--- src/usb_stream_defines.svh ---
`ifndef USB_STREAM_DEFINES_SVH
`define USB_STREAM_DEFINES_SVH

// --------------------------------------------------
// bus and pixel widths
// --------------------------------------------------
`define USB_WORD_W      32
`define USB_PIX_W       16

// --------------------------------------------------
// packet format
// --------------------------------------------------
`define USB_PKT_WORDS   13'd4096        // full packet incl header
`define USB_HDR_WORDS   2'd3
`define USB_HDR_NORMAL  32'h0000_8C0C
`define USB_HDR_EOF     32'h0000_8E0C   // end of frame bit set
`define USB_GAP_CYCLES  4'd8            // idle cycles after a packet

// buffering and run time inputs
`define USB_FIFO_AW     10
`define USB_CNT_W       16

`endif

--- src/usb_stream_pkg.sv ---
`include "usb_stream_defines.svh"

package usb_stream_pkg;

	typedef logic [`USB_WORD_W-1:0] usb_word_t;
	typedef logic [`USB_PIX_W-1:0]  pix_t;
	typedef logic [`USB_CNT_W-1:0]  cnt_t;

	// word counter wide enough to hold a full packet length
	localparam int WCNT_W = $clog2(`USB_PKT_WORDS + 1);
	typedef logic [WCNT_W-1:0] wcnt_t;

	typedef enum logic [2:0] {
		ST_IDLE,
		ST_WAIT_READY,
		ST_HEADER,
		ST_PAYLOAD,
		ST_GAP
	} master_state_t;

endpackage

--- src/packet_counter.sv ---
`include "usb_stream_defines.svh"

module packet_counter
	import usb_stream_pkg::*;
(
	input  logic       hdmit_halfclk,
	input  logic       reset,
	input  logic       word_issue_i,
	input  logic       gap_run_i,
	input  cnt_t       pkt_count_i,
	input  cnt_t       last_words_i,
	output logic       hdr_done_o,
	output logic       pkt_last_o,
	output logic       frame_last_pkt_o,
	output logic       gap_done_o,
	output logic [1:0] hdr_idx_o
);

	wcnt_t      word_cnt;    // words issued in this packet
	cnt_t       pkt_idx;     // packet index within the frame
	wcnt_t      pkt_limit;
	logic [3:0] gap_cnt;

	// --------------------------------------------------
	// end flags
	// --------------------------------------------------
	assign frame_last_pkt_o = (pkt_idx == pkt_count_i - cnt_t'(1));
	assign pkt_limit = frame_last_pkt_o ? last_words_i[WCNT_W-1:0] : `USB_PKT_WORDS;

	assign hdr_idx_o  = word_cnt[1:0];
	assign hdr_done_o = (word_cnt == wcnt_t'(`USB_HDR_WORDS - 2'd1));   // last header word
	assign pkt_last_o = (word_cnt == pkt_limit - wcnt_t'(1));
	assign gap_done_o = (gap_cnt == `USB_GAP_CYCLES - 4'd1);

	// --------------------------------------------------
	// word and packet counters
	// --------------------------------------------------
	always_ff @(posedge hdmit_halfclk or posedge reset)
	begin
		if (reset)
		begin
			word_cnt <= '0;
			pkt_idx  <= '0;
		end
		else if (word_issue_i)
		begin
			if (pkt_last_o)
			begin
				word_cnt <= '0;
				// wrap at frame end
				pkt_idx  <= frame_last_pkt_o ? '0 : pkt_idx + cnt_t'(1);
			end
			else
			begin
				word_cnt <= word_cnt + wcnt_t'(1);
			end
		end
	end

	// gap timer, restarts every time the gap is entered
	always_ff @(posedge hdmit_halfclk or posedge reset)
	begin
		if (reset)
		begin
			gap_cnt <= '0;
		end
		else if (gap_run_i)
		begin
			gap_cnt <= gap_cnt + 4'd1;
		end
		else
		begin
			gap_cnt <= '0;
		end
	end

endmodule

--- config.mk ---
export PLATFORM = sky130hd
export DESIGN_NAME = packet_counter
export DESIGN_NICKNAME = d
export VERILOG_FILES = /design/src/usb_stream_pkg.sv /design/src/packet_counter.sv
export VERILOG_INCLUDE_DIRS = /design/src /design/src/src
export SDC_FILE = /design/constraint.sdc
export NUM_CORES = 1
export LEC_CHECK = 0
export ABC_AREA = 1
export BUFFER_PORTS_ARGS = -buffer_cell sky130_fd_sc_hd__buf_2
export CAP_MARGIN = 0
export CORE_ASPECT_RATIO = 0.75
export CORE_MARGIN = 2
export CORE_UTILIZATION = 60
export DETAILED_ROUTE_END_ITERATION = 8
export PLACE_DENSITY = 0.81
export SETUP_SLACK_MARGIN = 0.3
export SYNTH_ARGS = -nofsm -noshare
export SYNTH_HDL_FRONTEND = slang
export SYNTH_SLANG_ARGS = --single-unit
--- constraint.sdc ---
create_clock -name hdmit_halfclk -period 4.05 [get_ports hdmit_halfclk]
set_input_delay 0.2025 -clock hdmit_halfclk [delete_from_list [all_inputs] [get_ports hdmit_halfclk]]
set_output_delay 0.2025 -clock hdmit_halfclk [all_outputs]
set_load 0.05 [all_outputs]
==> impl_metrics.tcl, run 1 <==
set metrics [dict create \
    ios 42 \
    die-area_sq_um 6900 \
    reg2reg_to "word_cnt[4]$_DFFE_PP0P_" \
    synth-edff-count 0 \
    crit_required_ns 3.85 \
    clock.fmax_mhz 282.8 \
    worstSkewPairLatency_ns 0.29 \
    crit_type "reg2out" \
    rsz0062_at_grt "false" \
    dpl.hpwl_mm 8.149 \
    syn_inst 628 \
    wire_per_inst_um 14.10 \
    drt-initial-drc-count 322 \
    tritoncts "done" \
    yosysWarnings 0 \
    worstMarginPinSlew_ns 0.7654 \
    min_path_type "in2async" \
    ys_ff_latch 33 \
    grt_max_degree 34 \
    cp-end-kind "primary output" \
    final_common_cell "nand2_1" \
    dr_total_vias 4231 \
    synth-simple-area-share_pct 53.89 \
    syn_nets 670 \
    powerDensity_nw_per_um2 265.1 \
    hold_violations 0 \
    cts_buffers 5 \
    drive_gt1_share_pct 16.49 \
    synth_fa_ha_area_share_pct 2.003 \
    synth_compound_area_share_pct 3.706 \
    slew_viol_final 0 \
    dr.pass1.iters 5 \
    synth_mux_area_share_pct 0 \
    pre_cts_ws_ns 0.2854 \
    clock_skew_ns 0.006569 \
    ant_nets 0 \
    fillers 504 \
    timing.rr.start "pkt_idx[9]$_DFFE_PP0P_" \
    gp_congestion 0.9490 \
    avgSynthCellArea_sq_um 5.967 \
    overflow 0 \
    report.final.setup_viol 0 \
    root_buffer "clkbuf_8" \
    arrival_ns 3.33 \
    maxCapViolCount 0 \
    crit_fanout 5 \
    clk_pin_slew_worst_paths_ns 0.08 \
    dp.cells 738 \
    synthXorXnorAreaFrac_pct 7.679 \
    die_w_um 95.26 \
    worst-r2r-setup-slack_ns 0.68 \
    crit_chain "xnor2_1 -> inv_1 -> nand2_1 -> nand2_2 -> nor2_1 -> nand3b_1 -> nor2_4 -> nand2_1 -> ha_2 -> xor2_1 -> nand3_1 -> nor2_1 -> nand2_1 -> nor2_2 -> nand3_2 -> nor4_4 -> buf_4" \
    slew_headroom_pct 48.41 \
    instances_no_fill 751 \
    reg2regPathDepth 19 \
    start_util_pct 63.35 \
    syn_area_sq_um 3747 \
    tns_ns 0 \
    critPathSlowestCell "dfrtp_1" \
    synth_top_family_by_area "simple AND/OR/NAND/NOR gates" \
    grt_pass1_vias 3645 \
    syn_to_final_growth_pct 12.22 \
    rows 24 \
    crit_buf_inv 2 \
    track_usage_pct 31.43 \
    clockBufferDepth 2 \
    crit_family "simple AND/OR/NAND/NOR gates" \
    cpMostUsedCell "nand2_1" \
    synth_ff_type "dfrtp_1" \
    antenna_found_initial 0 \
    status "complete, no violations" \
    ys_seq_area_share_pct 22.04 \
    cp_slowest_stage_delay_ns 0.48 \
    fin_ws_ns 0.5141 \
    leakagePower_uw 0.002255 \
    fin_crit_sh_pct 87.31 \
    fin_nets 714 \
    crit_path_start_kind "flip-flop" \
    layout_common_cells "nand2_1 (200), nor2_1 (87), inv_1 (73)" \
    cts_hold_buf 0 \
    die_y_um 72.44 \
    drc 0 \
    ir_drop_v 0.0002753 \
    num_antenna_cells 0 \
    final_util_pct 71.09 \
    synth_async_sr_flop_share_pct 100.0 \
    wirelength_mm 10.59 \
    core-area_sq_um 5916 \
    clkSinkCount 33 \
    yosysUniqueCellTypes 37 \
    htree_levels 2 \
    portBuffers 38 \
    period_minus_slack_ns 3.536 \
    grt_first_pass_wirelength_mm 17.15 \
    vias_per_cell 5.634 \
]
[per-layer routing]
layer	track usage (%)	vias up	share of wire, %
li1	-	2089	-
met1	48.14	1936	47
met2	46.64	189	42
met3	5.711	17	9.9
met4	5.475	0	1.1
met5	0	-	0
[Yosys cell counts (2+ instances only)]
master | n | area [sq um]
xor2_1 | 27 | 236.5
nor3_1 | 13 | 65.06
o41ai_1 | 2 | 17.52
o211ai_1 | 2 | 15.01
clkbuf_1 | 2 | 7.510
nor2_4 | 5 | 56.30
nand2_2 | 10 | 62.56
dfrtp_1 | 33 | 825.8
nand2_1 | 200 | 750.7
nand3b_1 | 3 | 22.52
o21ai_0 | 6 | 30.03
nand4_1 | 26 | 162.7
clkinv_1 | 2 | 7.510
buf_4 | 3 | 22.52
nor2_1 | 90 | 337.8
buf_2 | 2 | 10.01
nor2_2 | 11 | 68.82
buf_6 | 4 | 45.04
a21oi_1 | 2 | 10.01
nand3_1 | 64 | 320.3
o21ai_1 | 7 | 35.03
xnor2_1 | 4 | 35.03
ha_1 | 6 | 75.07
inv_2 | 7 | 26.28
inv_1 | 75 | 281.5
nand3_2 | 5 | 50.05
nor4_1 | 6 | 37.54
o31ai_1 | 2 | 15.01
[what timing repair did]
action	in CTS	in global routing
buffers inserted	1	4
pin swaps	1	4
resized for setup	2	13
setup endpoints to repair	1	11
[worst max path at each step]
stage / start / to / slack (ns) / cells after the start
6_report: pkt_idx[9]$_DFFE_PP0P_ / pkt_last_o / 0.51 / 17
3_5_place_dp: pkt_count_i[0] / pkt_last_o / 0.29 / 20
3_3_place_gp: pkt_count_i[0] / pkt_last_o / 0.38 / 20
4_1_cts: pkt_idx[3]$_DFFE_PP0P_ / pkt_last_o / 0.34 / 21
2_1_floorplan: pkt_count_i[0] / pkt_last_o / 0.41 / 19
5_1_grt: pkt_idx[1]$_DFFE_PP0P_ / pkt_last_o / 0.24 / 19
[sequential cells by signal, indices dropped and copies added (netlist names)]
register	cells
gap_cnt	4
word_cnt	13
pkt_idx	16
[logic make-up (layout without fill, tap and decap cells)]
group / after synthesis / count (layout)
AO/OA/AOI/OAI: 22 / 22
XOR/XNOR: 32 / 32
adder cells (fa/ha/maj): 6 / 6
buffers and inverters: 95 / 140
flip-flops: 33 / 33
AND/OR/NAND/NOR: 440 / 440
[worst reg2reg max path: cells and delay by family, from the launching register on]
family / cells / cell delay, ns
simple gates: 15 / 1.92
flops: 1 / 0.48
fa+ha+maj: 1 / 0.33
buf+inv: 1 / 0.07
xor+xnor: 2 / 0.46
[per-stage QoR]
step	cell area (sq um)	hold WS, ns	power, uW
detailed placement	3994	0.3211	762.6
CTS	4129	0.004983	1105
global placement	3994	0.3118	754.2
finish	4205	0.002417	1115
global route	4205	0.06541	1181
floorplan	3754	0.3064	674.9
[power by group]
group	leakage, uW	internal (uW)	total, uW	switching, uW
registers	0.000422	368	417	48.5
logic	0.00178	117	360	243
clock network	0.0000574	200	338	138
[layout make-up]
type,count,area (sq um),area share (%)
multi-input cells,500,2574,61.20
flip-flops and latches,33,827.0,19.67
inverters,84,315.3,7.498
repair buffers,48,271.5,6.456
well taps,78,97.59,2.321
clock buffers,6,82.58,1.964
clock inverters,2,37.54,0.8926
(Power assumes the default switching activity.)
==> inputs of run 2 (changes only) <==
--- a/config.mk
+++ b/config.mk
@@ -7,13 +7,13 @@
 export NUM_CORES = 1
 export LEC_CHECK = 0
 export ABC_AREA = 1
-export BUFFER_PORTS_ARGS = -buffer_cell sky130_fd_sc_hd__buf_2
 export CAP_MARGIN = 0
 export CORE_ASPECT_RATIO = 0.75
 export CORE_MARGIN = 2
 export CORE_UTILIZATION = 60
 export DETAILED_ROUTE_END_ITERATION = 8
-export PLACE_DENSITY = 0.81
+export DONT_BUFFER_PORTS = 1
+export PLACE_DENSITY = 0.76
 export SETUP_SLACK_MARGIN = 0.3
 export SYNTH_ARGS = -nofsm -noshare
 export SYNTH_HDL_FRONTEND = slang
==> impl_metrics.tcl, run 2 (same netlist as run 1, synthesis figures left out) <==
set metrics [dict create \
    hold_start "gap_run_i" \
    worstSkewPairLatency_ns 0.30 \
    critPathSlowestCell "dfrtp_1" \
    wirelength_mm 10.69 \
    num_antenna_cells 0 \
    fin_ws_ns 0.5323 \
    maxCapViolCount 0 \
    cp-end-kind "primary output" \
    root_buffer "clkbuf_8" \
    powerDensity_nw_per_um2 249.8 \
    cpMostUsedCell "nand2_1" \
    final_common_cell "nand2_1" \
    top_regs "pkt_idx x16, word_cnt x13, gap_cnt x4" \
    dr.pass1.iters 7 \
    ios 42 \
    vias_per_cell 5.727 \
    switchingPower_uw 403.0 \
    layout_common_cells "nand2_1 (200), nor2_1 (88), inv_1 (73)" \
    cts_buffers 5 \
    drt-initial-drc-count 409 \
    clk_pin_slew_worst_paths_ns 0.07 \
    ir_drop_v 0.0002820 \
    tritoncts "done" \
    timing.rr.start "pkt_idx[3]$_DFFE_PP0P_" \
    clkSinkCount 33 \
    slew_viol_final 0 \
    clockBufferDepth 2 \
    crit_type "reg2out" \
    pwr-share-seq_pct 44.4 \
    grt_max_degree 34 \
    drive_gt1_share_pct 10.87 \
    htree_levels 2 \
    start_util_pct 63.35 \
    clock.fmax_mhz 284.3 \
    clock_power_share_pct 25.2 \
    largest_register_ffs 16 \
    fin_nets 676 \
    startpoint "pkt_idx[3]$_DFFE_PP0P_" \
    tns_ns 0 \
    comb_power_share_pct 30.4 \
    crit_required_ns 3.85 \
    leakagePower_uw 0.002089 \
    status "complete, no violations" \
    drc 0 \
    crit_chain "inv_2 -> nand2_1 -> nand2_1 -> inv_1 -> nand2_1 -> nand3_1 -> nor2_2 -> nand2_1 -> nor2_1 -> nand3_1 -> nor2_4 -> nand2_1 -> ha_2 -> xor2_1 -> nand3_1 -> nor2_1 -> nand2_1 -> nor2_2 -> nand3_2 -> nor4_4 -> buf_6" \
    worstMarginPinSlew_ns 0.8770 \
    rsz0062_at_grt "false" \
    syn_to_final_growth_pct 5.943 \
    portBuffers 0 \
    crit_path_start_kind "flip-flop" \
    die_w_um 95.26 \
    switching_share_pct 40.63 \
    overflow 0 \
    ant_nets 0 \
    pre_cts_ws_ns 0.5209 \
    grt_pass1_vias 3720 \
    crit_fanout 7 \
    clock_skew_ns 0.01237 \
    hold_violations 0 \
    dr_total_vias 4083 \
    slew_headroom_pct 41.32 \
    gp_congestion 0.9558 \
    report.final.setup_viol 0 \
    grt_first_pass_wirelength_mm 17.78 \
    arrival_ns 3.32 \
    antenna_found_initial 0 \
    p_int_uw 588.7 \
    core-area_sq_um 5916 \
    regMostFlops "pkt_idx" \
    period_minus_slack_ns 3.518 \
    die-area_sq_um 6900 \
    track_usage_pct 32.93 \
    rows 24 \
    dpl.hpwl_mm 8.388 \
    min_path_type "in2reg" \
    die_y_um 72.44 \
    wire_per_inst_um 14.99 \
    fin_crit_sh_pct 86.86 \
    cp_slowest_stage_delay_ns 0.40 \
]
==> run 2: repair_timing <==
item,in CTS,in global routing
hold buffers,1,0
endpoints found under the hold margin,33,0
endpoints found under the setup margin,1,26
pin swaps,0,2
gates resized for setup,1,12
buffers inserted,0,2
==> run 2: per-layer routing <==
| metal | part of all wire [%] | global-route usage, % |
|---|---|---|
| met4 | 0.83 | 5.314 |
| met2 | 43 | 50.23 |
| met5 | 0 | 0 |
| met1 | 45 | 50.46 |
| met3 | 11 | 4.569 |
==> run 2: power by group through the flow <==
stage,Clock (uW),Combinational [uW],Sequential (uW)
after floorplan,0,266,409
after global placement,0,279,442
after detailed placement,0,288,446
after CTS,249,290,439
after global routing,264,338,447
final,250,301,440
==> run 2: layout make-up <==
type | count | area, sq um
inverters | 84 | 315.3
clock inverters | 2 | 10.01
flip-flops and latches | 33 | 827.0
repair buffers | 10 | 88.84
well taps | 78 | 97.59
fillers | 567 | 1946
clock buffers | 6 | 72.57
multi-input cells | 500 | 2559
==> run 2: path summary, 6_finish.rpt <==
kind | endpoint | slack, ns | cells after the start
setup / recovery | pkt_last_o | 0.53 | 21
hold / removal | gap_cnt[1]$_DFF_PP0_ | 0.02 | 2
setup reg to reg | word_cnt[8]$_DFFE_PP0P_ | 0.67 | 23
hold reg to reg | gap_cnt[0]$_DFF_PP0_ | 0.46 | 1
max in group asynchronous | pkt_idx[0]$_DFFE_PP0P_ | 3.24 | 3
min in group asynchronous | word_cnt[6]$_DFFE_PP0P_ | 0.46 | 3
==> run 2: worst max-delay path: cells and delay by family (launching register included) <==
kind / cells / cell delay, ns
XOR/XNOR: 1 / 0.13
adder cells (fa/ha/maj): 1 / 0.33
buffers and inverters: 3 / 0.39
flip-flops: 1 / 0.40
AND/OR/NAND/NOR: 16 / 1.77
==> run 2: per-stage QoR <==
| step | util [%] | total power, uW | std cells | hold WS, ns | cell area (sq um) |
|---|---|---|---|---|---|
| after floorplan | - | 674.9 | 628 | 0.3064 | 3754 |
| after global placement | 64.55 | 721.3 | 702 | 0.2125 | 3819 |
| after detailed placement | 64.55 | 733.7 | 702 | 0.2255 | 3819 |
| after CTS | 66.14 | 978.5 | 711 | 0.01865 | 3913 |
| after global routing | 67.11 | 1048 | 713 | 0.01404 | 3970 |
| final | 67.11 | 991.7 | 713 | 0.01584 | 3970 |
==> inputs of run 3 (changes only) <==
--- a/config.mk
+++ b/config.mk
@@ -10,10 +10,10 @@
 export CAP_MARGIN = 0
 export CORE_ASPECT_RATIO = 0.75
 export CORE_MARGIN = 2
-export CORE_UTILIZATION = 60
+export CORE_UTILIZATION = 35
+export CTS_CLUSTER_SIZE = 16
 export DETAILED_ROUTE_END_ITERATION = 8
 export DONT_BUFFER_PORTS = 1
-export PLACE_DENSITY = 0.76
 export SETUP_SLACK_MARGIN = 0.3
 export SYNTH_ARGS = -nofsm -noshare
 export SYNTH_HDL_FRONTEND = slang
==> impl_metrics.tcl, run 3 (same netlist as run 1, synthesis figures left out) <==
set metrics [dict create \
    hold_start "gap_run_i" \
    ios 42 \
    start_util_pct 36.14 \
    clk_pin_slew_worst_paths_ns 0.06 \
    status "complete, no violations" \
    instances_no_fill 774 \
    antenna_found_initial 0 \
    hold_end "gap_cnt[1]$_DFF_PP0_" \
    dp.cells 759 \
    worst-r2r-setup-slack_ns 0.76 \
    drc 0 \
    dr.pass1.iters 5 \
    ir_drop_v 0.0001744 \
    fin_crit_sh_pct 85.30 \
    grt_pass1_vias 3696 \
    clkSinkCount 33 \
    hold_violations 0 \
    root_buffer "clkbuf_16" \
    clock_skew_ns 0.004454 \
    fin_nets 679 \
    final_common_cell "nand2_1" \
    min_path_type "in2reg" \
    finalPower_uw 1109 \
    reg2reg_to "word_cnt[4]$_DFFE_PP0P_" \
    report.final.setup_viol 0 \
    clockBufferDepth 2 \
    num_antenna_cells 0 \
    top_regs "pkt_idx x16, word_cnt x13, gap_cnt x4" \
    timing.rr.start "pkt_idx[0]$_DFFE_PP0P_" \
    powerDensity_nw_per_um2 265.9 \
    cts_buffers 5 \
    core-area_sq_um 10370 \
    die-area_sq_um 11560 \
    leakagePower_uw 0.002127 \
    crit_fanout 5 \
    reg2regPathDepth 22 \
    gp_congestion 0.9072 \
    grt_first_pass_wirelength_mm 17.54 \
    layout_common_cells "nand2_1 (197), nor2_1 (87), inv_1 (74)" \
    vias_per_cell 5.128 \
    final_util_pct 40.21 \
    rsz0062_at_grt "false" \
    wire_per_inst_um 13.71 \
    cp-end-kind "primary output" \
    rows 32 \
    drive_gt1_share_pct 13.17 \
    maxCapViolCount 0 \
    tritoncts "done" \
    period_minus_slack_ns 3.455 \
    worstMarginPinSlew_ns 0.8897 \
    die_y_um 93.61 \
    clock.fmax_mhz 289.5 \
    wirelength_mm 10.61 \
    portBuffers 0 \
    crit_path_start_kind "flip-flop" \
    slew_headroom_pct 40.47 \
    htree_levels 2 \
    regMostFlops "pkt_idx" \
    track_usage_pct 19.04 \
    slew_viol_final 0 \
    arrival_ns 3.25 \
    worstHoldPathCells 2 \
    syn_to_final_growth_pct 11.29 \
    crit_required_ns 3.85 \
    crit_type "reg2out" \
    dpl.hpwl_mm 8.338 \
    ant_nets 0 \
    worstSkewPairLatency_ns 0.28 \
    grt_max_degree 34 \
    tns_ns 0 \
    largest_register_ffs 16 \
    dr_total_vias 3969 \
    overflow 0 \
    drt-initial-drc-count 326 \
    die_w_um 123.5 \
]
==> run 3: cell count changes in the layout (fill, tap and decap cells not counted), moves of 2 or more <==
cell        change
nand2_1         -3
buf_4           +3
dfrtp_2         +4
dfrtp_1         -4
clkbuf_16       +5
clkinvlp_4      +2
nand2_2         +3
clkbuf_8        -5
==> run 3: final cells by class <==
cell class                 instances  area, sq um
multi-input combinational        500         2599
tap                              136        170.2
clock buffer                       5        125.1
sequential                        33        832.0
clock inverter                     3        17.52
inverter                          84        319.1
timing repair buffer              13        107.6
fill                            1101         6200
==> run 3: power by group <==
part / internal [uW] / switching, uW
sequential: 368 / 68.7
combinational: 104 / 193
clock: 225 / 149
total: 698 / 411
==> run 3: through the flow <==
| step | instance area [sq um] | hold slack [ns] | setup slack, ns |
|---|---|---|---|
| 2_1_floorplan | 3754 | 0.3064 | 0.4127 |
| 3_3_place_gp | 3889 | 0.2264 | 0.6014 |
| 3_5_place_dp | 3889 | 0.2375 | 0.5459 |
| 4_1_cts | 4046 | 0.02715 | 0.3273 |
| 5_1_grt | 4170 | 0.04523 | 0.2862 |
| 6_report | 4170 | 0.02966 | 0.5953 |
==> run 3: worst max path at each step <==
stage | depth (start not counted) | to | from | slack [ns]
final | 20 | pkt_last_o | pkt_idx[0]$_DFFE_PP0P_ | 0.60
after global routing | 21 | pkt_last_o | pkt_idx[3]$_DFFE_PP0P_ | 0.29
after CTS | 21 | pkt_last_o | pkt_idx[3]$_DFFE_PP0P_ | 0.33
after detailed placement | 22 | word_cnt[3]$_DFFE_PP0P_ | pkt_count_i[0] | 0.55
after global placement | 23 | word_cnt[2]$_DFFE_PP0P_ | pkt_count_i[0] | 0.60
after floorplan | 19 | pkt_last_o | pkt_count_i[0] | 0.41
==> run 3: what timing repair did <==
item                                    4_1_cts  5_1_grt
gates resized for setup                       1       22
endpoints found under the setup margin        1       14
endpoints found under the hold margin        33        0
hold buffers                                  1        0
gates cloned                                  0        0
buffers inserted                              0        6
pin swaps                                     0       13
==> run 3: critical path: stages, from the launching register on <==
cell and delay (ns):
dfrtp_2 0.42, inv_1 0.07, nand2_1 0.06, nand2_1 0.05
nor2_2 0.11, nand3_1 0.10, nor2_2 0.16, nand2_1 0.07
nor2_1 0.10, nand3_1 0.12, nor2_4 0.23, nand2_2 0.11
ha_4 0.28, xor2_1 0.13, nand3_1 0.10, nor2_1 0.09
nand2_1 0.06, nor2_2 0.17, nand3_2 0.12, nor4_4 0.20
buf_6 0.20
==> run 3: per-layer routing <==
metal  up-vias  global-route usage, %  wire length [um]
li1       2016                      -                 -
met1      1814                  27.56              5067
met2       124                  28.62              4520
met3        15                  3.659               856
met4         0                  5.208               164
met5         -                      0                 0
